===== src/design/memAccessPkg.sv =====
`default_nettype none

package memAccessPkg;

    // **************************************************
    // Widths
    // **************************************************

    localparam int dataWidth = 32;
    localparam int nickWidth = 4;

    // Access length as seen on the request port. Code 3 is never legal.
    typedef enum logic [1:0] {
        lenByte    = 2'd0,
        lenHalf    = 2'd1,
        lenWord    = 2'd2,
        lenIllegal = 2'd3
    } lenT;

    // **************************************************
    // Queue payloads
    // **************************************************

    // The RAM only decodes the low address bits.
    typedef struct packed {
        logic                 store;
        logic [31:0]          addr;
        logic [dataWidth-1:0] data;
        lenT                  len;
        logic [nickWidth-1:0] nick;
    } memReqT;

    // Stores come back with a zero data word.
    typedef struct packed {
        logic [dataWidth-1:0] data;
        logic [nickWidth-1:0] nick;
    } memRespT;

endpackage

`default_nettype wire

===== src/design/requestSlot.sv =====
`timescale 1ns/10ps
`default_nettype none

module requestSlot #(
    parameter int addrWidth = 10
) (
    input  logic                                clk,
    input  logic                                rst,
    input  logic                                rdy,
    // Request queue side.
    input  logic                                qValid,
    input  memAccessPkg::memReqT                qReq,
    output logic                                qPop,
    // Response queue side.
    input  logic                                rspFull,
    output logic                                rspPush,
    output memAccessPkg::memRespT               rspData,
    // Memory controller side.
    input  logic                                mcBusy,
    input  logic                                mcDone,
    input  logic [memAccessPkg::dataWidth-1:0]  mcRdData,
    output logic                                mcEn,
    output logic                                mcStore,
    output logic [addrWidth-1:0]                mcAddr,
    output logic [memAccessPkg::dataWidth-1:0]  mcData,
    output memAccessPkg::lenT                   mcLen
);

    import memAccessPkg::*;

    typedef enum logic [1:0] {
        stEmpty,
        stIssue,
        stWait,
        stReply
    } slotStateT;

    slotStateT              state;
    logic                   slotStore;
    logic [addrWidth-1:0]   slotAddr;
    logic [dataWidth-1:0]   slotData;
    lenT                    slotLen;
    logic [nickWidth-1:0]   slotNick;

    // **************************************************
    // Slot FSM
    // **************************************************

    // Nothing moves while rdy is low, including the reply.
    assign qPop    = rdy && (state == stEmpty) && qValid;
    assign mcEn    = rdy && (state == stIssue) && !mcBusy;
    assign rspPush = rdy && (state == stReply) && !rspFull;

    always_ff @(posedge clk) begin
        if (rst) begin
            state <= stEmpty;
        end else if (rdy) begin
            case (state)
                stEmpty: if (qValid) state <= stIssue;
                stIssue: if (!mcBusy) state <= stWait;
                stWait:  if (mcDone) state <= stReply;
                stReply: if (!rspFull) state <= stEmpty;
                default: state <= stEmpty;
            endcase
        end
    end

    // The request is held here for the whole access, nickname included.
    always_ff @(posedge clk) begin
        if (qPop) begin
            slotStore <= qReq.store;
            slotAddr  <= qReq.addr[addrWidth-1:0];
            slotData  <= qReq.data;
            slotLen   <= qReq.len;
            slotNick  <= qReq.nick;
        end
        if (rdy && (state == stWait) && mcDone) begin
            rspData.data <= slotStore ? '0 : mcRdData;
            rspData.nick <= slotNick;
        end
    end

    assign mcStore = slotStore;
    assign mcAddr  = slotAddr;
    assign mcData  = slotData;
    assign mcLen   = slotLen;

    // The controller must report busy on the cycle after it takes an access.
    issueHandshake: assert property (@(posedge clk) disable iff (rst)
        mcEn |=> mcBusy)
        else $error("requestSlot: controller handshake broken");

    legalLength: assert property (@(posedge clk) disable iff (rst)
        qPop |-> (qReq.len != lenIllegal))
        else $error("requestSlot: illegal access length");

endmodule

`default_nettype wire


===== config.mk =====
export PLATFORM = sky130hd
export DESIGN_NAME = requestSlot
export DESIGN_NICKNAME = d
export VERILOG_FILES = /design/src/design/memAccessPkg.sv /design/src/design/requestSlot.sv
export SDC_FILE = /design/constraint.sdc
export NUM_CORES = 1
export LEC_CHECK = 0
export BUFFER_PORTS_ARGS = -buffer_cell sky130_fd_sc_hd__buf_2
export CAP_MARGIN = 20
export CORE_MARGIN = 5
export CORE_UTILIZATION = 45
export CTS_CLUSTER_SIZE = 30
export DETAILED_ROUTE_END_ITERATION = 6
export PLACE_DENSITY = 0.85
export SLEW_MARGIN = 10
export SYNTH_ARGS = -nofsm -noshare
export SYNTH_HDL_FRONTEND = slang
export SYNTH_SLANG_ARGS = --single-unit
export TNS_END_PERCENT = 30

===== constraint.sdc =====
create_clock -name clk -period 6.96 [get_ports clk]
set_input_delay 1.044 -clock clk [delete_from_list [all_inputs] [get_ports clk]]
set_output_delay 1.044 -clock clk [all_outputs]
set_load 0.03 [all_outputs]

After elaboration in Yosys (flattened, before gate mapping)

Cells that the tools add are included.

Reduce and logical (&&, ||, !) cells: 12
Muxes and demuxes: 5
Equality and inequality tests: 7

Operator list:

| cell                 | number |
|---|---|
| $logic_and A1 B1 Y1  | 8 |
| $mux W2              | 4 |
| $ne A2 B2 Y1 const B | 4 |
| $pmux W2 S4          | 1 |
| $reduce_and A5 Y1    | 1 |
| $eq A2 B2 Y1 const B | 2 |
| $eq A2 B1 Y1 const B | 1 |
| $logic_not A1 Y1     | 2 |
| $logic_not A2 Y1     | 1 |

Register bits after elaboration: 87
Output and inout port bits: 84
Logic and storage cells: 32

Logic depth before layout (Yosys ltp)

Depth in word-level cells: 3
Depth in mapped cells: 5

Worst setup path after synthesis

No wires, ideal clock.

Kind: input port to output port
Start point: input port qValid
End point: output port qPop
Stages: 1
Data required time: 5.916 ns
Path slack: 3.453 ns
Buffers on the path: 0
Arrival time: 2.463 ns
Cells stage by stage: and3_1

Word-level cells in the longest chain between the ends: 1

RTL lines:

| item                | line              | RTL |
|---|---|---|
| start, declared     | requestSlot.sv:11 | `input logic qValid,` |
| $logic_and A1 B1 Y1 | requestSlot.sv:50 | `assign qPop = rdy && (state == stEmpty) && qValid;` |
| end, declared       | requestSlot.sv:13 | `output logic qPop,` |

Every way passes these cells.

Worst setup path in the final report

Start point: input port rdy
End point: output port qPop

Word-level cells in the longest chain between the ends: 2

RTL lines:

| item                             | line              | RTL |
|---|---|---|
| start, declared                  | requestSlot.sv:9  | `input logic rdy,` |
| $logic_and A1 B1 Y1 (2 in a row) | requestSlot.sv:50 |  |

Every way passes these cells.

==> summary.txt <==
Final layout
  – Final #Nets: 438
  – Sequential Area: 2590 µm²
  – Layout area overhead: 38.4%
  – Ant. Diodes: 0
  – Final core occ: 0.641
  – Share of cells above drive strength 1: 0.587
  – # fillers: 479
  – Multi-input gate area: 345 µm²

Power and ir drop
  – PwrDens: 249 nW/µm²
  – Cell leakage power: 1.72 nW
  – Peak VDD IR: 0.154 mV

Global routing
  – Initial antenna violation count: 0
  – Global-route wire length before repair: 9680 µm
  – Largest net degree at the start of global routing: 50
  – Total gr overflow: 0
  – Total track usage: 0.154
  – Vias in the first global route: 2,014

Clocking
  – Hold_buf cts: 0
  – Worst skew pair latency: 350 ps
  – Clock Path Buffers: 2
  – Clock sinks: 87
  – Post_cts resized: 0
  – TritonCTS clock tree: done
  – Post-CTS Setup Inserts: 0
  – Clk slew on worst S/H paths: 90 ps
  – CTS H-tree lvls: 3
  – CTS buffer count: 9
  – CTS root buffer: clkbuf_8

Drt
  – Met3 wire len: 830 µm
  – Top sig layer: met4
  – Initial DRC count: 60
  – 1st-pass router iterations: 4
  – WL/cell: 16.0 µm
  – DRC viols: 0
  – Vias/cell: 4.71
  – Met2 WL: 3310 µm
  – Final wirelength: 6490 µm
  – Post-DRT Antenna Nets: 0
  – Wl on met1: 2190 µm
  – DR vias: 1,911

Yosys
  – Top cells by count, synth: edfxtp_1 (85), nor2b_1 (32), ha_1 (4)
  – Most frequent cell after synthesis: edfxtp_1
  – Synth Net Count: 257
  – Area share of the leading cell type in the synthesized netlist: 0.863
  – Largest cells by area after synthesis: edfxtp_1 (86%), nor2b_1 (6.8%), ha_1 (1.7%)
  – EDFF count, synth: 85
  – Sequential area share after synthesis: 0.876
  – Post-Syn Instances: 143
  – Synth Register Bits: 87
  – Syn. warnings: 0
  – Syn Area/Cell: 20.7 µm²
  – Synth area leader: edfxtp_1
  – Synth async-reset ratio: 0
  – Cell variety after synth: 18
  – Primary FF master, synth: edfxtp_1
  – Cell area after synthesis: 2960 µm²

STA
  – Setup WS post-layout: 4280 ps
  – Final setup vio count: 0
  – Final period util: 0.385
  – Final Max Slew Viols: 0
  – Final hold vios: 0
  – Slew headroom: 0.474
  – Final min period: 2680 ps
  – Worst slew pin tran: 790 ps
  – F_max: 373 MHz
  – Worst clock skew: 11.6 ps
  – RSZ-0062 raised after global routing: false
  – Setup Total Neg Slack: 0 ps

Worst setup path
  – Buffer and inverter count on the worst path: 2
  – Critical path arrival: 1640 ps
  – Largest stage delay, worst path: 230 ps
  – Slowest cell on the critical path: and3_2
  – Crit end category: output pin
  – Max Fanout on Critical Path: 8
  – Most frequent CP cell: buf_2
  – Worst path top cell family by delay: buffers and inverters
  – CP Cell Sequence: buf_2 > and3_2 > buf_2
  – Crit Path Class: in2out
  – CP required: 5920 ps
  – Nature of the critical path startpoint: input pin

Die
  – Rows: 29
  – Horiz. Die Dim: 91.1 µm
  – Core area: 6390 µm²
  – Die H: 91.1 µm
  – Starting Density: 0.463
  – Total I/O pin count: 194
  – Die area: 8300 µm²

Placed design
  – Pre-CTS setup slack: 4280 ps
  – Final HPWL from detailed placement: 4910 µm
  – PortBufs: 171
  – Placer Congestion: 0.774

Worst hold path
  – Hold Crit Class: reg2reg

Job
  – Max-cap viol count: 0

Status
  – Outcome: complete, no violations
## flip-flops by register name, indices dropped and copies added (netlist names)
| register | count |
|---|---|
| rspData | 36 |
| mcData | 32 |
| mcAddr | 10 |
| slotNick | 4 |
| mcLen | 2 |
| state | 2 |
| mcStore | 1 |
## through the flow
| step | total power [mW] | cells | instance area, µm² | hold slack, ps |
|---|---|---|---|---|
| 3_5_place_dp | 0.721 | 390 | 3920 | 409 |
| 3_3_place_gp | 0.717 | 390 | 3920 | 401 |
| 2_1_floorplan | 0.674 | 143 | 2960 | 400 |
| 5_1_grt | 1.06 | 406 | 4100 | 452 |
| 6_report | 1.02 | 406 | 4100 | 429 |
| 4_1_cts | 1.03 | 406 | 4100 | 434 |
## worst paths after layout
path                    start          to  slack [ps]  depth (start not counted)
hold / removal    slotNick[1]  rspData[1]         430                          0
setup / recovery          rdy        qPop        4280                          3
setup reg to reg     state[0]   mcAddr[3]        5210                          4
hold reg to reg   slotNick[1]  rspData[1]         430                          0
## layout by cell type (no fill, tap or decap), drive strengths merged
| cell type | n |
|---|---|
| and4bb | 1 |
| nor3 | 1 |
| inv | 5 |
| ha | 4 |
| clkinv | 4 |
| nor2b | 32 |
| nand2 | 2 |
| dfxtp | 2 |
| buf | 173 |
| and3 | 2 |
| nand4 | 1 |
| a222oi | 1 |
| clkbuf | 9 |
| clkinvlp | 1 |
| a31oi | 1 |
| a31o | 1 |
| nand2b | 1 |
| edfxtp | 85 |
| a21oi | 1 |
| nor2 | 2 |
## layout make-up
class / count / area share
clock inverters: 7 / 0.0137
flip-flops and latches: 87 / 0.633
well taps: 77 / 0.0235
multi-input cells: 50 / 0.0843
repair buffers: 173 / 0.213
clock buffers: 9 / 0.0302
inverters: 3 / 0.00275
## report_power, final
group,internal (mW),switching (mW)
registers,0.598,0.00511
clock network,0.133,0.178
logic,0.0376,0.0673
total,0.769,0.251
## layer usage
metal | vias up | track usage
met5 | - | 0
met2 | 122 | 0.260
met1 | 881 | 0.154
li1 | 895 | -
met4 | 0 | 0.0733
met3 | 13 | 0.0826
## kinds of logic (layout without fill, tap and decap cells)
family,Yosys count,after routing,synth area share
AOI/OAI and AO/OA,4,4,0.0101
adders and majority gates,4,4,0.0169
buffers and inverters,6,192,0.00761
DFF,87,87,0.876
and+or+nand+nor,42,42,0.0892
(Power assumes the default switching activity.)
