<file path="src/design/memAccessPkg.sv">
`default_nettype none

package memAccessPkg;

    // **************************************************
    // Widths
    // **************************************************

    localparam int dataWidth = 32;
    localparam int nickWidth = 4;

    // Access length as seen on the request port. Code 3 is never legal.
    typedef enum logic [1:0] {
        lenByte    = 2'd0,
        lenHalf    = 2'd1,
        lenWord    = 2'd2,
        lenIllegal = 2'd3
    } lenT;

    // **************************************************
    // Queue payloads
    // **************************************************

    // The RAM only decodes the low address bits.
    typedef struct packed {
        logic                 store;
        logic [31:0]          addr;
        logic [dataWidth-1:0] data;
        lenT                  len;
        logic [nickWidth-1:0] nick;
    } memReqT;

    // Stores come back with a zero data word.
    typedef struct packed {
        logic [dataWidth-1:0] data;
        logic [nickWidth-1:0] nick;
    } memRespT;

endpackage

`default_nettype wire
</file>
<file path="src/design/memCtrl.sv">
`timescale 1ns/10ps
`default_nettype none

module memCtrl #(
    parameter int addrWidth = 10
) (
    input  logic                                clk,
    input  logic                                rst,
    input  logic                                rdy,
    // Access port from the request slot.
    input  logic                                mcEn,
    input  logic                                mcStore,
    input  logic [addrWidth-1:0]                mcAddr,
    input  logic [memAccessPkg::dataWidth-1:0]  mcData,
    input  memAccessPkg::lenT                   mcLen,
    output logic                                mcBusy,
    output logic                                mcDone,
    output logic [memAccessPkg::dataWidth-1:0]  mcRdData,
    // Byte RAM port.
    output logic                                ramEn,
    output logic                                ramWe,
    output logic [addrWidth-1:0]                ramAddr,
    output logic [7:0]                          ramWrByte,
    input  logic [7:0]                          ramRdByte
);

    import memAccessPkg::*;

    logic                   curStore;
    logic [addrWidth-1:0]   curAddr;
    logic [dataWidth-1:0]   shiftData;
    lenT                    curLen;
    logic [2:0]             nBytes;
    logic [2:0]             issueCnt;
    logic                   issuing;
    logic                   step;
    logic                   capPend;
    logic [1:0]             capIdx;

    always_comb begin
        case (curLen)
            lenByte: nBytes = 3'd1;
            lenHalf: nBytes = 3'd2;
            lenWord: nBytes = 3'd4;
            default: nBytes = 3'd1;
        endcase
    end

    assign issuing = mcBusy && (issueCnt < nBytes);
    assign step    = rdy && issuing;

    // **************************************************
    // RAM drive
    // **************************************************

    // One byte per step, lowest address and lowest byte first.
    assign ramEn     = step;
    assign ramWe     = step && curStore;
    assign ramAddr   = curAddr;
    assign ramWrByte = shiftData[7:0];

    // **************************************************
    // Sequencer
    // **************************************************

    // The step after the last transfer only collects the final read byte
    // and raises mcDone.
    always_ff @(posedge clk) begin
        if (rst) begin
            mcBusy   <= 1'b0;
            mcDone   <= 1'b0;
            capPend  <= 1'b0;
            issueCnt <= '0;
        end else if (rdy) begin
            mcDone  <= 1'b0;
            capPend <= step && !curStore;
            if (mcEn) begin
                mcBusy   <= 1'b1;
                issueCnt <= '0;
            end else if (mcBusy) begin
                if (issuing) begin
                    issueCnt <= issueCnt + 1'b1;
                end else begin
                    mcBusy <= 1'b0;
                    mcDone <= 1'b1;
                end
            end
        end
    end

    always_ff @(posedge clk) begin
        if (rdy && mcEn) begin
            curStore  <= mcStore;
            curAddr   <= mcAddr;
            shiftData <= mcData;
            curLen    <= mcLen;
            mcRdData  <= '0;
        end else if (step) begin
            // Address wraps at the top of the RAM.
            curAddr   <= curAddr + 1'b1;
            shiftData <= shiftData >> 8;
            capIdx    <= issueCnt[1:0];
        end
        // Read data lands one cycle after its address went out.
        if (rdy && capPend) begin
            mcRdData[{capIdx, 3'b000} +: 8] <= ramRdByte;
        end
    end

    doneNotWithEnable: assert property (@(posedge clk) disable iff (rst) !(mcDone && mcEn))
        else $error("memCtrl: new access offered during completion");

endmodule

`default_nettype wire

</file>
<file path="config.mk">
export PLATFORM = sky130hd
export DESIGN_NAME = memCtrl
export DESIGN_NICKNAME = d
export VERILOG_FILES = /design/src/design/memAccessPkg.sv /design/src/design/memCtrl.sv
export SDC_FILE = /design/constraint.sdc
export NUM_CORES = 1
export LEC_CHECK = 0
export BUFFER_PORTS_ARGS = -buffer_cell sky130_fd_sc_hd__buf_4
export CELL_PAD_IN_SITES_DETAIL_PLACEMENT = 2
export CELL_PAD_IN_SITES_GLOBAL_PLACEMENT = 2
export CORE_MARGIN = 8
export CORE_UTILIZATION = 33
export CTS_CLUSTER_DIAMETER = 100
export DETAILED_ROUTE_END_ITERATION = 6
export MAX_ROUTING_LAYER = met4
export PLACE_DENSITY_LB_ADDON = 0.05
export REMOVE_ABC_BUFFERS = 1
export SLEW_MARGIN = 20
export SYNTH_ARGS = -nofsm -noshare
export SYNTH_HDL_FRONTEND = slang
export SYNTH_SLANG_ARGS = --single-unit
export TNS_END_PERCENT = 10
</file>
<file path="constraint.sdc">
create_clock -name clk -period 3.05 [get_ports clk]
set_clock_uncertainty 0.1 [all_clocks]
set_input_delay 0.305 -clock clk [delete_from_list [all_inputs] [get_ports clk]]
set_output_delay 0.305 -clock clk [all_outputs]
set_load 0.02 [all_outputs]
</file>
* Word-level counts from Yosys, hierarchy flattened
Cells that the tools add are included.
Word-level totals: flip-flop bits (word level) 85, logic and storage cells 48
Cells by class: muxes and demuxes 17, reductions and logical operators 12, add/subtract/negate cells 3, magnitude comparators 1, shift operators 2, equality and inequality tests 2, bitwise logic cells 1
Operators with widths (count):
- 32-bit two-way mux | 4
- 32-bit bitwise mux | 1
- 8-bit by 7-bit variable shift with 32-bit output, first input constant | 1
- 8-bit by 7-bit indexed part select with 32-bit output | 1
- 10-bit two-way mux | 2
- 10-bit by 1-bit adder with 10-bit output, second input constant | 1
- 3-bit two-way mux | 3
- 5-bit negation with 7-bit output | 1
- 1-bit logical AND | 6
- 1-bit two-way mux | 6
- 3-bit one-hot mux with 2 select lines | 1
- 2-bit nonzero test | 3
- 3-bit by 1-bit adder with 3-bit output, second input constant | 1
- 3-bit less-than comparator | 1
- 3-bit AND reduction | 1
- 2-bit by 1-bit equality test with 1-bit output, second input constant | 1
- 2-bit equality test, second input constant | 1
- 2-bit AND reduction | 1
- 1-bit zero test | 1
- 1-bit NOT | 1

* Longest topological paths before layout
word-level depth 7, depth in mapped cells 9, depth with buffers taken out 9

* Worst setup path before layout
No wires, ideal clock.
path type register to register, from reg curLen[0], to reg curAddr[0] (netlist: ramAddr[0]) (enable), library setup time 400 ps, path slack 352 ps, required time 2550 ps, stages on the path, launching flop included 8, arrival time 2198 ps, path through edfxtp_1 > inv_1 > ha_1 > inv_1 > ha_1 > a21oi_2 > o2111ai_2 > nand2_1
On the way: cells in the longest elaborated chain, start to end 6, elaborated cells between the ends (all ways) 7
RTL lines:
- start: declaration | RTL line memCtrl.sv:32 | lenT curLen;
- start signal: assignment | RTL line memCtrl.sv:96 | curLen <= mcLen;
- 2-bit equality test or 2-bit by 1-bit equality test with 1-bit output (tied branches) | RTL line memCtrl.sv:41 | case (curLen)
- 3-bit one-hot mux with 2 select lines (*) | RTL line memCtrl.sv:41
- 3-bit less-than comparator (*) | RTL line memCtrl.sv:49 | assign issuing = mcBusy && (issueCnt < nBytes);
- 1-bit logical AND (*) | RTL line memCtrl.sv:49
- 1-bit logical AND (*) | RTL line memCtrl.sv:50 | assign step = rdy && issuing;
- 2-bit nonzero test (no line) (*)
- end signal: assignment | RTL line memCtrl.sv:94 | curAddr <= mcAddr;
- end signal: assignment | RTL line memCtrl.sv:100 | curAddr <= curAddr + 1'b1;
- end: declaration | RTL line memCtrl.sv:30 | logic [addrWidth-1:0] curAddr;
Mark *: on every way between the ends. The rest lies on a longest branch, timed or not. A chain may end at the register's enable or synchronous reset.

* Worst setup path in the final report
from reg curLen[0], to out ramWe
On the way: cells in the longest elaborated chain, start to end 6, elaborated cells between the ends (all ways) 7
RTL lines:
- 2-bit equality test or 2-bit by 1-bit equality test with 1-bit output (tied branches) | RTL line memCtrl.sv:41
- 3-bit one-hot mux with 2 select lines (*) | RTL line memCtrl.sv:41
- 3-bit less-than comparator (*) | RTL line memCtrl.sv:49
- 1-bit logical AND (*) | RTL line memCtrl.sv:49
- 1-bit logical AND (*) | RTL line memCtrl.sv:50
- 1-bit logical AND (*) | RTL line memCtrl.sv:58 | assign ramWe = step && curStore;
- end: declaration | RTL line memCtrl.sv:21 | output logic ramWe,
Marks and branches as above.

==> qor.yml <==
dpl-instance-area_mm2: 0.00449
clock.fmax_ghz: 0.385
grt_busiest_layer: "met2"
syn_inst: 272
worst_slew_pin_slew_ns: 0.503
arrival_ns: 2.19
grt_pass1_vias: 2903
antennaDiodeCount: 0
use_met2_pct: 23.8
layout_worst_path_cycle_share_pct: 85.1
htree_levels: 3
die_x_um: 120
regArea_mm2: 0.00217
drc_errors: 0
multi_input_area_mm2: 0.00126
hold_violations: 0
total_power_uw: 2420
die_y_um: 120
yosysWarnings: 0
io_buffers: 110
crit_fanout: 6
fillers: 1153
cts_setup_buffers: 0
finalSetupViolCount: 0
finalSetupTns_ns: 0
cp.required_ns: 2.64
instances_no_fill: 521
vias_per_cell: 4.87
worstPathCellList: "inv_1, ha_1, inv_1, ha_1, nand2_1, o2111ai_2, inv_1, and2_1, buf_4"
period_needed_ns: 2.60
placementRows: 38
status: "completed"
drive_gt1_share_pct: 42.3
p_per_area_mw_per_mm2: 515
drt-pass1-iter-count: 4
critical_path.most_common_cell: "inv_1"
r2r_cells: 8
root_buffer: "clkbuf_8"
drv_cap: 0
ys_seq_area_share_pct: 60.5
worstSetupStartpointType: "register"
grt_pass1_wl_um: 15300
relSlewSlack_pct: 66.2
yosysUniqueCellTypes: 37
cp_slowest_cell: "edfxtp_1"
dp.cells: 505
grt_usage_pct: 13.9
grt_overflow_total: 0
wl_um: 9630
cts.sinks: 85
grt_max_degree: 43
antenna_left: 0
drv_slew: 0
post-dp-hpwl_um: 7150
coreArea_mm2: 0.0107
use_met3_pct: 3.31
hold_path_depth: 1
synthesis.area_mm2: 0.00359
worstSetupPathType: "register to output pin"
vias: 2539
place_congestion: 0.776
use_met1_pct: 15.6
io_pins: 111
holdBufCountCts: 0
cp-end-kind: "output pin"
final_area_mm2: 0.00471
clkTransAtPathRegs_ns: 0.08
dieArea_mm2: 0.0145
rsz0062_at_grt: "no"
leakage_uw: 0.00198
cts_max_path_buffers: 2
initial_core_util_pct: 33.4
routedWlPerCell_um: 18.5
critPathMaxStageDelay_ns: 0.40
cts_buffers: 9
layout.nets: 444
syn_area_per_cell_um2: 13.2
ir_worst_vdd_uv: 198
drt_iter0_markers: 94
cts.repair.resized: 0
clock_latency_ns: 0.34
cts_tree: "yes"
synth_seq_cells: 85
hp-class: "input pin to register"
antenna_found_initial: 0
syn_to_final_growth_pct: 31.2
## critical path, delay by kind of cell, from the launching register on
family          cells  cell delay [ns]
buf+inv             4             0.42
compound gates      1             0.30
fa+ha+maj           2             0.44
simple gates        2             0.28
flops               1             0.40
## state kept, by name (all words and copies together) (netlist names), 2 cells and up
signal / cells
curLen: 2
mcRdData: 32
ramAddr: 10
shiftData: 32
capIdx: 2
issueCnt: 3
## routing by layer
| layer | up-vias | routed length, µm |
|---|---|---|
| li1 | 1208 | - |
| met1 | 1254 | 4190 |
| met2 | 67 | 4890 |
| met3 | 10 | 444 |
| met4 | 0 | 112 |
| met5 | - | 0 |
## cell families after synthesis
logic type | share of synthesized area [%]
flip-flops | 60.5
AND/OR/NAND/NOR | 9.48
AO/OA/AOI/OAI | 12.0
buffers and inverters | 4.43
multiplexers | 7.84
adder cells (fa/ha/maj) | 3.83
XOR/XNOR | 1.95
## cell usage after synthesis, drive strengths merged
master   instances  area (µm²)
edfxtp          47        1410
dfxtp           38         761
a22o            32         280
mux2            25         282
nor2            18        67.6
nand2           16        70.1
buf             13        98.8
a21oi           11        58.8
ha              11         138
inv             10        40.0
and3             9        56.3
nand3            7        35.0
xnor2            6        52.6
clkbuf           5        20.0
a21o             4        30.0
nor4             3        55.1
and2             2        12.5
and4             2        17.5
nor3             2        10.0
o21ai            2        13.8
xor2             2        17.5
a22oi            1        7.51
a2bb2oi          1        8.76
a311oi           1        8.76
nor2b            1        8.76
o2111ai          1        15.0
o22ai            1        6.26
or4              1        7.51
## path summary, 6_finish.rpt
kind | slack, ns | from | to
hold reg to reg | 0.38 | mcRdData[2] | mcRdData[2]
setup reg to reg | 0.85 | curLen[0] | shiftData[27]
setup / recovery | 0.45 | curLen[0] | ramWe
hold / removal | 0.03 | mcLen[1] | curLen[1]
## layout make-up
| cell class | count | share of cell area [%] |
|---|---|---|
| Timing Repair Buffer | 111 | 18.0 |
| Multi-Input combinational cell | 159 | 26.8 |
| Tap cell | 140 | 3.72 |
| Inverter | 10 | 0.850 |
| Clock buffer | 11 | 2.79 |
| Clock inverter | 5 | 1.78 |
| Sequential cell | 85 | 46.1 |
## power breakdown
group,internal (µW),switching [µW]
clock,465,408
combinational,128,131
sequential,1270,25.2
total,1860,564
## layout by cell type (no fill, tap or decap), types with 4 or more instances in the layout
| cell type | count |
|---|---|
| a21o_1 | 4 |
| clkbuf_8 | 9 |
| xnor2_1 | 6 |
| edfxtp_1 | 47 |
| nor2_1 | 18 |
| dfxtp_1 | 38 |
| nand3_1 | 7 |
| and3_1 | 9 |
| ha_1 | 11 |
| inv_1 | 9 |
| a22o_1 | 32 |
| nand2_1 | 13 |
| buf_4 | 110 |
| mux2_2 | 25 |
| a21oi_1 | 10 |
## per-stage QoR
step	util (%)	hold slack, ns	worst slack [ns]
2_1_floorplan	-	0.274	0.352
6_report	43.8	0.0336	0.453
3_3_place_gp	41.8	0.359	0.882
3_5_place_dp	41.8	0.361	0.799
5_1_grt	43.8	0.00651	0.255
4_1_cts	43.8	0.0130	0.401
Note: power is estimated with default switching activity, not from simulation.
