## src/design/syncFifo.sv

```systemverilog
`timescale 1ns/10ps
`default_nettype none

module syncFifo #(
    parameter type payloadT = logic [7:0],
    parameter int  depth    = 4
) (
    input  logic    clk,
    input  logic    rst,
    input  logic    push,
    input  payloadT pushData,
    input  logic    pop,
    output payloadT popData,
    output logic    valid,
    output logic    full
);

    localparam int ptrWidth   = (depth > 1) ? $clog2(depth) : 1;
    localparam int countWidth = $clog2(depth + 1);

    payloadT                 store [depth];
    logic [ptrWidth-1:0]     wrPtr;
    logic [ptrWidth-1:0]     rdPtr;
    logic [countWidth-1:0]   count;

    // Pointers wrap explicitly so that depth need not be a power of two.
    function automatic logic [ptrWidth-1:0] nextPtr(input logic [ptrWidth-1:0] ptr);
        if (ptr == ptrWidth'(depth - 1)) begin
            return '0;
        end
        return ptr + 1'b1;
    endfunction

    always_ff @(posedge clk) begin
        if (rst) begin
            wrPtr <= '0;
            rdPtr <= '0;
            count <= '0;
        end else begin
            if (push) begin
                wrPtr <= nextPtr(wrPtr);
            end
            if (pop) begin
                rdPtr <= nextPtr(rdPtr);
            end
            case ({push, pop})
                2'b10:   count <= count + 1'b1;
                2'b01:   count <= count - 1'b1;
                default: count <= count;
            endcase
        end
    end

    always_ff @(posedge clk) begin
        if (push) begin
            store[wrPtr] <= pushData;
        end
    end

    // The head entry is visible without a read cycle.
    assign popData = store[rdPtr];
    assign valid   = (count != '0);
    assign full    = (count == countWidth'(depth));

    noPushWhenFull: assert property (@(posedge clk) disable iff (rst) !(push && full))
        else $error("syncFifo: push while full");

    noPopWhenEmpty: assert property (@(posedge clk) disable iff (rst) !(pop && !valid))
        else $error("syncFifo: pop while empty");

endmodule

`default_nettype wire

```

## config.mk

```make
export PLATFORM = sky130hd
export DESIGN_NAME = syncFifo
export DESIGN_NICKNAME = d
export VERILOG_FILES = /design/src/design/syncFifo.sv
export SDC_FILE = /design/constraint.sdc
export NUM_CORES = 1
export LEC_CHECK = 0
export BUFFER_PORTS_ARGS = -buffer_cell sky130_fd_sc_hd__buf_2
export CAP_MARGIN = 20
export CORE_MARGIN = 4
export CORE_UTILIZATION = 23
export DETAILED_ROUTE_END_ITERATION = 16
export HOLD_SLACK_MARGIN = 0.12
export PLACE_DENSITY_LB_ADDON = 0.3
export SKIP_LAST_GASP = 1
export SLEW_MARGIN = 15
export SYNTH_ARGS = -nofsm -noshare
export SYNTH_HDL_FRONTEND = slang
export SYNTH_SLANG_ARGS = --single-unit
```

## constraint.sdc

```tcl
create_clock -name clk -period 1.6 [get_ports clk]
set_input_delay 0.24 -clock clk [delete_from_list [all_inputs] [get_ports clk]]
set_output_delay 0.24 -clock clk [all_outputs]
set_load 0.02 [all_outputs]
```

Word level (Yosys, flattened, before mapping)
Memory sizes are Yosys's and may differ from the RTL's. A register that Yosys moved wholly into a read port is not among the register bits. Index checks and enable logic that the tools add are counted.

Latch bits: 0. Output and inout port bits: 10. Bits in registers: 7. Memories: 1. Word-level logic and storage cells: 30. Bits in read-only memories: 0. Bits of input ports: 12. Bits in writable memories: 32.

Memory list: store (depth 4, bits a word 8, rd ports 1, clocked after Yosys merged registers in 1, wr ports 1, RTL line 21) `payloadT store [depth];`.

Shift operators: 0. Reductions and logical operators: 2. Add/subtract/negate cells: 4. Magnitude comparators: 0. Mux-type cells: 15. Equality and inequality tests: 5. Multipliers: 0. Bitwise operators: 0. Divide/modulo/power cells: 0.

Operators with widths (count): $mux 2 (6); $mux 1 (8); $eq 2x2->1 const B (3); $pmux 3 s2 (1); $add 2x1->2 const B (2); $add 3x1->3 const B (1); $eq 3x3->1 const B (1); $reduce_bool 3->1 (1); $sub 3x1->3 const B (1); $eq 2x1->1 const B (1); $reduce_bool 2->1 (1).

Longest topological paths before layout
Gate-level depths: netlist of run 1.

Word-level depth: 7. Mapped depth: 6. Mapped depth without buffers: 6.

Worst setup path after synthesis of run 1
OpenSTA, ideal clock, no wires.

Path type: in2reg. Start: in push. End: reg count[2]. Path buffers: 0. Library setup time: 0.070 ns. Arrival: 1.413 ns. Cell stages on the path: 6. Required time: 1.530 ns. Slack: 0.118 ns. Path through: inv_1 ha_1 fa_1 xnor2_1 or3_1 a21oi_1.

Cells in the longest elaborated chain, start to end: 2. Elaborated cells on any way between the ends: 4. Those cells by class: eq/ne (2); mux (1); reduce/logical (1).

RTL lines: start: declaration (RTL line 10) `input logic push,`; $eq 2x1->1 / $eq 2x2->1 (equally long branches) (RTL line 46) `case ({push, pop})`; $pmux 3 s2 / $reduce_bool 2->1 (equally long branches); end signal: assignment (RTL line 47) `2'b10: count <= count + 1'b1;`; end signal: assignment (RTL line 48) `2'b01: count <= count - 1'b1;`; end signal: assignment (RTL line 49) `default: count <= count;`; end: declaration (RTL line 24) `logic [countWidth-1:0] count;`.

Parallel ways exist; a longest one is shown, timed or not. A chain may end at the register's enable or synchronous reset.

==> results.sh, run 1 <==
export IMPL_status="complete, but fails checks"
export IMPL_violations="setup timing"
export IMPL_routed_via_density=4.12
export IMPL_clkSlewWorstSetupHoldPaths_ns=0.08
export IMPL_cts_hold_buf=0
export IMPL_htree_levels=2
export IMPL_synth_most_common_cell="edfxtp_1"
export IMPL_tritoncts="built"
export IMPL_cts_max_path_buffers=2
export IMPL_required_ns=1.36
export IMPL_path_cells="buf_6 > mux4_2 > buf_6"
export IMPL_finClkSkew_ns=0.00300
export IMPL_period_share_pct=106
export IMPL_crit_path_max_incr_delay_ns=0.52
export IMPL_synth_common_cells="edfxtp_1 (32), dfxtp_1 (9), mux4_2 (8)"
export IMPL_fin_crit_ns=1.69
export IMPL_post_dp_cell_area_um2=1830
export IMPL_ys_warn_count=0
export IMPL_final_nets=137
export IMPL_drive_gt1_share_pct=37.8
export IMPL_synth_edf_count=32
export IMPL_std_cell_rows=30
export IMPL_port_buffers=21
export IMPL_syn_to_final_growth_pct=24.1
export IMPL_fmax_mhz=590
export IMPL_synth_fp_nets=104
export IMPL_worstSetupPathType="reg2out"
export IMPL_grt_pass1_vias=845
export IMPL_antenna_found_initial=0
export IMPL_route_detailed_drc=0
export IMPL_reg2reg_depth=4
export IMPL_maxSlewViolCount=0
export IMPL_ios=22
export IMPL_vias=820
export IMPL_power_switching_uw=544
export IMPL_p_int_mw=1.67
export IMPL_crit_fanout=5
export IMPL_crit_arrival_ns=1.45
export IMPL_hpwl_um=1980
export IMPL_synth_seq_cells=41
export IMPL_grt_max_degree=14
export IMPL_synth_area_leaders="edfxtp_1 (60%), dfxtp_1 (11%), mux4_2 (11%), ha_1 (4.7%), mux2i_1 (2.5%)"
export IMPL_combPwrFrac_pct=14.8
export IMPL_setup_slack_ns=-0.0943
export IMPL_crit_top_cell="buf_6"
export IMPL_fp_dieH_um=91.3
export IMPL_first_iter_violations=49
export IMPL_wirelength_um=2720
export IMPL_slowest_stage="mux4_2"
export IMPL_synth_avg_cell_area_um2=18.8
export IMPL_synth_top_area_share_pct=60.2
export IMPL_hold_class="in2reg"
export IMPL_final_cell_area_um2=1980
export IMPL_hold_viol=0
export IMPL_leakagePower_nw=0.730
export IMPL_r2r_setup_slack_ns=0.12
export IMPL_final_core_utilization_pct=29.3
export IMPL_crit_buf_inv=2
export IMPL_diodes=0
export IMPL_yosysUniqueCellTypes=17
export IMPL_synth_ff_type="edfxtp_1"
export IMPL_core_area_um2=6760
export IMPL_ant_nets=0
export IMPL_max_cap_viol_count=0
export IMPL_path_delay_family="multiplexers"
export IMPL_grt_overflow_total=0
export IMPL_end_kind="output pin"
export IMPL_seq_area_frac_synth_pct=71.5
export IMPL_firstDrtPassIters=3
export IMPL_cp_depth=3
export IMPL_slew_limit_headroom_pct=66.8
export IMPL_numCtsBuffers=5
export IMPL_p_clk_share_pct=29.1
export IMPL_die_w_um=91.3
export IMPL_rsz0062_at_grt="true"
export IMPL_async_flop_share_pct=0
export IMPL_clk_latency_ns=0.28
export IMPL_hold_path_cell_count=1
export IMPL_ir_worst_vdd_mv=0.320
export IMPL_finalSetupTns_ns=-0.556
export IMPL_wl_per_cell_um=13.7
export IMPL_timing_hold_ws_ns=0.168
export IMPL_place_gp_congestion=0.711
export IMPL_synth_area_um2=1600
export IMPL_synthCells=85
export IMPL_seq_power_share_pct=56.0
export IMPL_grt_pass1_wl_um=4270
export IMPL_cts_root_buffer="clkbuf_8"
export IMPL_finalSetupViolCount=8
export IMPL_p_sw_share_pct=24.5
export IMPL_start_util_pct=23.6
export IMPL_die_area_um2=8330
export IMPL_track_usage_pct=6.84
export IMPL_cts_sinks=41
export IMPL_start_kind="flop"
export IMPL_pwr_density_cell_nw_per_um2=1120
export IMPL_synth_top_area_cell="edfxtp_1"
export IMPL_worst_pin_slew_ns=0.499
[what timing repair did]
action | in CTS | in global routing
setup buffers | 1 | 0
setup endpoints to repair | 8 | 8
gates resized for setup | 19 | 0
hold endpoints to repair | 0 | 0
[per-stage QoR]
step           std cells  setup slack [ns]  power, mW
3_3_place_gp         190            0.0210       1.54
6_report             199           -0.0943       2.22
3_5_place_dp         190           -0.0754       1.56
4_1_cts              199            -0.107       2.25
5_1_grt              199            -0.157       2.32
2_1_floorplan         85             0.118       1.45
[registers in the layout, summed over array words and instances (netlist names), named ones only]
signal and count:
wrPtr 2, rdPtr 2, store 32, count 3
[area by class of cell]
| type | count | area [µm²] |
|---|---|---|
| clock buffer | 5 | 68.8 |
| fill | 677 | 4780 |
| multi-input combinational | 39 | 427 |
| timing repair buffer | 28 | 211 |
| tap | 80 | 100 |
| inverter | 3 | 11.3 |
| sequential | 41 | 1140 |
| clock inverter | 3 | 17.5 |
[worst reg2reg max path, cell delays in order (launching register included)]
cell	delay [ns]
dfxtp_1	0.36
fa_1	0.44
xnor2_1	0.15
or3_1	0.31
a21oi_1	0.15
[per-layer routing]
metal / global-route usage (%) / vias to the layer above / part of all wire, %
li1: - / 388 / -
met1: 8.07 / 402 / 42
met2: 11.6 / 22 / 52
met3: 2.40 / 8 / 4.8
met4: 2.26 / 0 / 1.3
met5: 0 / - / 0
[power by group through the flow]
stage                     logic, mW  registers, mW  clock network [mW]
after floorplan               0.195           1.25                   0
after detailed placement      0.290           1.27                   0
after CTS                     0.337           1.24               0.668
final                         0.329           1.24               0.647
after global routing          0.358           1.25               0.712
after global placement        0.278           1.26                   0
[cells by family after synthesis]
family,Yosys count,synth area share (%)
DFF,41,71.5
and+or+nand+nor,15,4.94
muxes,12,13.8
adders and majority gates,7,5.96
buffers and inverters,5,1.73
AOI/OAI and AO/OA,3,0.941
xor gates and xnor gates,2,1.10
[placed cells by master (no fill, tap or decap), drive strengths merged]
cell type   n
mux4        8
mux2i       4
o21ai       1
ha          6
edfxtp     32
xnor2       1
inv         3
fa          1
nor2        7
dfxtp       9
nor3b       2
clkinv      3
buf        28
xor2        1
clkbuf      5
or3         2
and2        4
a21oi       2
[path summary, 6_finish.rpt]
check / from / endpoint
min reg2reg: count[2] / count[2]
min: pushData[0] / store[3][0]
max: flop / popData[0]
max reg2reg: count[0] / count[2]
(Power assumes the default switching activity.)
==> inputs of run 2 (changes only) <==
--- a/config.mk
+++ b/config.mk
@@ -11,6 +11,7 @@
 export CORE_UTILIZATION = 23
 export DETAILED_ROUTE_END_ITERATION = 16
 export HOLD_SLACK_MARGIN = 0.12
+export MAX_ROUTING_LAYER = met4
 export PLACE_DENSITY_LB_ADDON = 0.3
 export SKIP_LAST_GASP = 1
 export SLEW_MARGIN = 15
==> run 2 against run 1 <==
The run still ends with setup timing left. Die area unchanged. Critical endpoint unchanged. Largest cell class unchanged. Clock power hardly changed. Clock skew decreased by 0.00058 ns. Via count decreased by 0.85%. Highest routed layer unchanged. Non-clock buffer count unchanged. Clock-buffer cell count is the same. Combinational power hardly changed. Hold slack gained 0.0018 ns.
==> results.sh, run 2 (synthesis results as in run 1) <==
export IMPL_top_register="store"
export IMPL_start_util_pct=23.6
export IMPL_p_sw_share_pct=24.4
export IMPL_post_dp_cell_area_um2=1830
export IMPL_n_fill_cell=677
export IMPL_timing_hold_ws_ns=0.170
export IMPL_tritoncts="built"
export IMPL_hpwl_um=1980
export IMPL_required_ns=1.36
export IMPL_wirelength_um=2720
export IMPL_grt_pass1_vias=845
export IMPL_p_int_mw=1.67
export IMPL_finalSetupTns_ns=-0.534
export IMPL_p_clk_share_pct=29.1
export IMPL_status="complete, but fails checks"
export IMPL_cts_max_path_buffers=2
export IMPL_start_kind="flop"
export IMPL_slew_limit_headroom_pct=66.8
export IMPL_numCtsBuffers=5
export IMPL_die_area_um2=8330
export IMPL_setup_slack_ns=-0.0917
export IMPL_combPwrFrac_pct=14.8
export IMPL_cts_root_buffer="clkbuf_8"
export IMPL_die_w_um=91.3
export IMPL_holdCritStartpoint="pushData[1]"
export IMPL_largest_reg_flops=32
export IMPL_top_regs="store: 32 flops, count: 3 flops"
export IMPL_antenna_found_initial=0
export IMPL_clk_latency_ns=0.28
export IMPL_violations="setup timing"
export IMPL_end_kind="output pin"
export IMPL_final_cell_mix="edfxtp_1 (32), buf_2 (13), buf_6 (9)"
export IMPL_firstDrtPassIters=3
export IMPL_crit_path_max_incr_delay_ns=0.52
export IMPL_finClkSkew_ns=0.00242
export IMPL_htree_levels=2
export IMPL_core_area_um2=6760
export IMPL_final_nets=137
export IMPL_syn_to_final_growth_pct=24.1
export IMPL_ios=22
export IMPL_grt_overflow_total=0
export IMPL_seq_power_share_pct=56.1
export IMPL_diodes=0
export IMPL_cts_sinks=41
export IMPL_hold_path_cell_count=1
export IMPL_r2r_end="count[2]"
export IMPL_route_detailed_drc=0
export IMPL_final_cell_area_um2=1980
export IMPL_cts_hold_buf=0
export IMPL_wl_per_cell_um=13.6
export IMPL_r2r_start="count[0]"
export IMPL_std_cell_rows=30
export IMPL_place_gp_congestion=0.719
export IMPL_worst_pin_slew_ns=0.499
export IMPL_clkSlewWorstSetupHoldPaths_ns=0.08
export IMPL_fin_crit_ns=1.69
export IMPL_finalSetupViolCount=8
export IMPL_hold_viol=0
export IMPL_max_cap_viol_count=0
export IMPL_r2r_setup_slack_ns=0.12
export IMPL_crit_top_cell="buf_6"
export IMPL_reg2reg_depth=4
export IMPL_ir_worst_vdd_mv=0.319
export IMPL_dp_slack_ns=-0.0754
export IMPL_pwr_density_cell_nw_per_um2=1120
export IMPL_leakagePower_nw=0.730
export IMPL_first_iter_violations=53
export IMPL_worstSetupPathType="reg2out"
export IMPL_rsz0062_at_grt="true"
export IMPL_port_buffers=21
export IMPL_path_cells="buf_6 > mux4_2 > buf_6"
export IMPL_routed_via_density=4.09
export IMPL_fmax_mhz=591
export IMPL_power_switching_uw=542
export IMPL_ant_nets=0
export IMPL_grt_pass1_wl_um=4270
export IMPL_fp_dieH_um=91.3
export IMPL_period_share_pct=106
export IMPL_slowest_stage="mux4_2"
export IMPL_crit_fanout=5
export IMPL_drive_gt1_share_pct=37.8
export IMPL_hold_class="in2reg"
export IMPL_maxSlewViolCount=0
export IMPL_crit_arrival_ns=1.45
export IMPL_track_usage_pct=7.03
export IMPL_crit_end="popData[0]"
export IMPL_grt_max_degree=14
export IMPL_layout_commonest_cell="edfxtp_1"
export IMPL_vias=813
## run 2: worst min path at each step
| stage | end | slack, ns |
|---|---|---|
| 3_5_place_dp | store[0][1] | 0.46 |
| 6_report | store[0][1] | 0.17 |
| 3_3_place_gp | store[2][3] | 0.45 |
| 4_1_cts | store[0][1] | 0.16 |
| 2_1_floorplan | count[2] | 0.31 |
| 5_1_grt | store[0][1] | 0.16 |
## run 2: per-layer routing
layer	track usage (%)	share of wire [%]
met5	-	0
met4	2.26	0.92
met3	2.40	4.7
met2	11.6	52
met1	8.07	42
## run 2: layout make-up
cell class | instances | area, µm² | share of cell area (%)
Timing Repair Buffer | 28 | 211 | 10.7
Inverter | 3 | 11.3 | 0.569
Clock inverter | 3 | 17.5 | 0.885
Multi-Input combinational cell | 39 | 427 | 21.6
Tap cell | 80 | 100 | 5.06
Sequential cell | 41 | 1140 | 57.8
Clock buffer | 5 | 68.8 | 3.48
## run 2: power groups by stage
stage               sequential [mW]  clock (mW)  combinational [mW]
detailed placement             1.27           0               0.290
global route                   1.25       0.712               0.358
finish                         1.24       0.644               0.329
floorplan                      1.25           0               0.195
CTS                            1.24       0.668               0.337
global placement               1.26           0               0.278
## run 2: repair_timing
item,in CTS,in global routing
buffers inserted,1,0
pin swaps,0,0
resized for setup,19,0
hold endpoints to repair,0,0
endpoints found under the setup margin,8,8
## run 2: metrics by stage
step	std cells	utilization (%)	power [mW]
after floorplan	85	-	1.45
after CTS	199	29.3	2.25
after global routing	199	29.3	2.32
after detailed placement	190	27.1	1.56
final	199	29.3	2.22
after global placement	190	27.1	1.54
## run 2: critical path, delay by kind of cell (launching register included)
| kind | cells | cell delay (ns) |
|---|---|---|
| multiplexers | 1 | 0.52 |
| flip-flops | 1 | 0.35 |
| buffers and inverters | 2 | 0.29 |
==> inputs of run 3 (changes only) <==
--- a/config.mk
+++ b/config.mk
@@ -8,7 +8,7 @@
 export BUFFER_PORTS_ARGS = -buffer_cell sky130_fd_sc_hd__buf_2
 export CAP_MARGIN = 20
 export CORE_MARGIN = 4
-export CORE_UTILIZATION = 23
+export CORE_UTILIZATION = 59
 export DETAILED_ROUTE_END_ITERATION = 16
 export HOLD_SLACK_MARGIN = 0.12
 export MAX_ROUTING_LAYER = met4
==> constraint.sdc (replaced) <==
create_clock -name clk -period 2.2 [get_ports clk]
set_input_delay 0.33 -clock clk [delete_from_list [all_inputs] [get_ports clk]]
set_output_delay 0.33 -clock clk [all_outputs]
set_load 0.02 [all_outputs]
==> run 3 against run 2 <==
The run now ends clean. Combinational power is 40% lower. Sequential power decreased by 27%. First-iteration DRC count shrank 21%. Clock-buffer cell count rose by 1. Critical path type unchanged.
==> results.sh, run 3 (synthesis results as in run 1) <==
export IMPL_largest_reg_flops=32
export IMPL_post_cts_setup_buffer_count=0
export IMPL_start_kind="flop"
export IMPL_routed_via_density=5.75
export IMPL_final_core_utilization_pct=71.6
export IMPL_cts_root_buffer="clkbuf_4"
export IMPL_n_fill_cell=164
export IMPL_layout_commonest_cell="edfxtp_1"
export IMPL_period_share_pct=89.4
export IMPL_core_area_um2=2520
export IMPL_crit_buf_inv=2
export IMPL_cts_max_path_buffers=2
export IMPL_std_cell_rows=18
export IMPL_worstSetupPathType="reg2out"
export IMPL_setup_slack_ns=0.232
export IMPL_numCtsBuffers=5
export IMPL_grt_pass1_wl_um=4100
export IMPL_final_nets=131
export IMPL_route_detailed_drc=0
export IMPL_firstDrtPassIters=4
export IMPL_grt_pass1_vias=825
export IMPL_hold_class="in2reg"
export IMPL_clk_latency_ns=0.34
export IMPL_cts_sinks=41
export IMPL_fmax_mhz=508
export IMPL_die_area_um2=3600
export IMPL_start_util_pct=63.2
export IMPL_wl_per_cell_um=18.4
export IMPL_finalSetupTns_ns=0
export IMPL_hpwl_um=1820
export IMPL_finalSetupViolCount=0
export IMPL_path_cells="buf_4 > mux4_2 > buf_2"
export IMPL_required_ns=1.87
export IMPL_path_delay_family="multiplexers"
export IMPL_tritoncts="built"
export IMPL_slew_limit_headroom_pct=69.0
export IMPL_slowest_stage="mux4_2"
export IMPL_crit_path_max_incr_delay_ns=0.51
export IMPL_wirelength_um=2630
export IMPL_fp_dieH_um=60
export IMPL_antenna_found_initial=0
export IMPL_finClkSkew_ns=0.00441
export IMPL_worst_pin_slew_ns=0.465
export IMPL_ir_worst_vdd_mv=0.619
export IMPL_htree_levels=2
export IMPL_port_buffers=21
export IMPL_max_cap_viol_count=0
export IMPL_end_kind="output pin"
export IMPL_leakagePower_nw=0.675
export IMPL_fin_crit_ns=1.97
export IMPL_ant_nets=0
export IMPL_status="finished clean"
export IMPL_first_iter_violations=42
export IMPL_maxSlewViolCount=0
export IMPL_ios=22
export IMPL_top_regs="store: 32 flops, count: 3 flops"
export IMPL_top_register="store"
export IMPL_final_cells=143
export IMPL_syn_to_final_growth_pct=13.2
export IMPL_cts_hold_buf=0
export IMPL_final_cell_mix="edfxtp_1 (32), buf_2 (21), mux4_2 (8), dfxtp_1 (8), nor2_1 (7)"
export IMPL_diodes=0
export IMPL_rsz0062_at_grt="false"
export IMPL_clkSlewWorstSetupHoldPaths_ns=0.11
export IMPL_place_gp_congestion=0.622
export IMPL_pwr_density_cell_nw_per_um2=865
export IMPL_post_dp_cell_area_um2=1730
export IMPL_drive_gt1_share_pct=32.7
export IMPL_timing_hold_ws_ns=0.192
export IMPL_p_total_mw=1.56
export IMPL_die_w_um=60
export IMPL_vias=822
export IMPL_placed_cells=135
export IMPL_crit_arrival_ns=1.64
export IMPL_final_cell_area_um2=1810
export IMPL_grt_overflow_total=0
export IMPL_hold_viol=0
export IMPL_grt_max_degree=13
export IMPL_dp_slack_ns=0.405
export IMPL_track_usage_pct=18.0
export IMPL_crit_fanout=5
==> run 3: cell types whose count changed in the layout (fill, tap and decap cells not counted), moves of 5 or more <==
| cell | previous run | this run |
|---|---|---|
| buf_4 | 6 | 1 |
| buf_2 | 13 | 21 |
| clkbuf_8 | 5 | 0 |
| clkbuf_4 | 0 | 5 |
| buf_6 | 9 | 0 |
==> run 3: layout make-up <==
type	instances	area, µm²	area share (%)
Clock inverter	2	33.8	1.87
Inverter	3	11.3	0.624
Clock buffer	6	41.3	2.29
Multi-Input combinational cell	39	427	23.6
Tap cell	30	37.5	2.08
Timing Repair Buffer	22	113	6.24
Sequential cell	41	1140	63.3
==> run 3: worst paths after layout <==
check / from / to / slack (ns) / depth (start not counted)
max: flop / popData[0] / 0.23 / 3
min reg2reg: count[2] / count[2] / 0.52 / 2
min: pushData[5] / store[1][5] / 0.19 / 1
max reg2reg: count[0] / count[2] / 0.74 / 4
==> run 3: what timing repair did <==
action | 4_1_cts | 5_1_grt
hold endpoints to repair | 0 | 0
gates resized for setup | 0 | 1
setup endpoints to repair | 0 | 1
==> run 3: power breakdown <==
part	internal, mW	switching, mW
clock network	0.237	0.222
registers	0.877	0.0304
logic	0.0885	0.108
==> run 3: layer usage <==
layer / up-vias / routed length, µm / global-route usage, %
met4: 0 / 46 / 6.65
met3: 6 / 235 / 7.78
li1: 377 / - / -
met1: 403 / 956 / 19.8
met2: 36 / 1390 / 29.0
met5: - / 0 / -
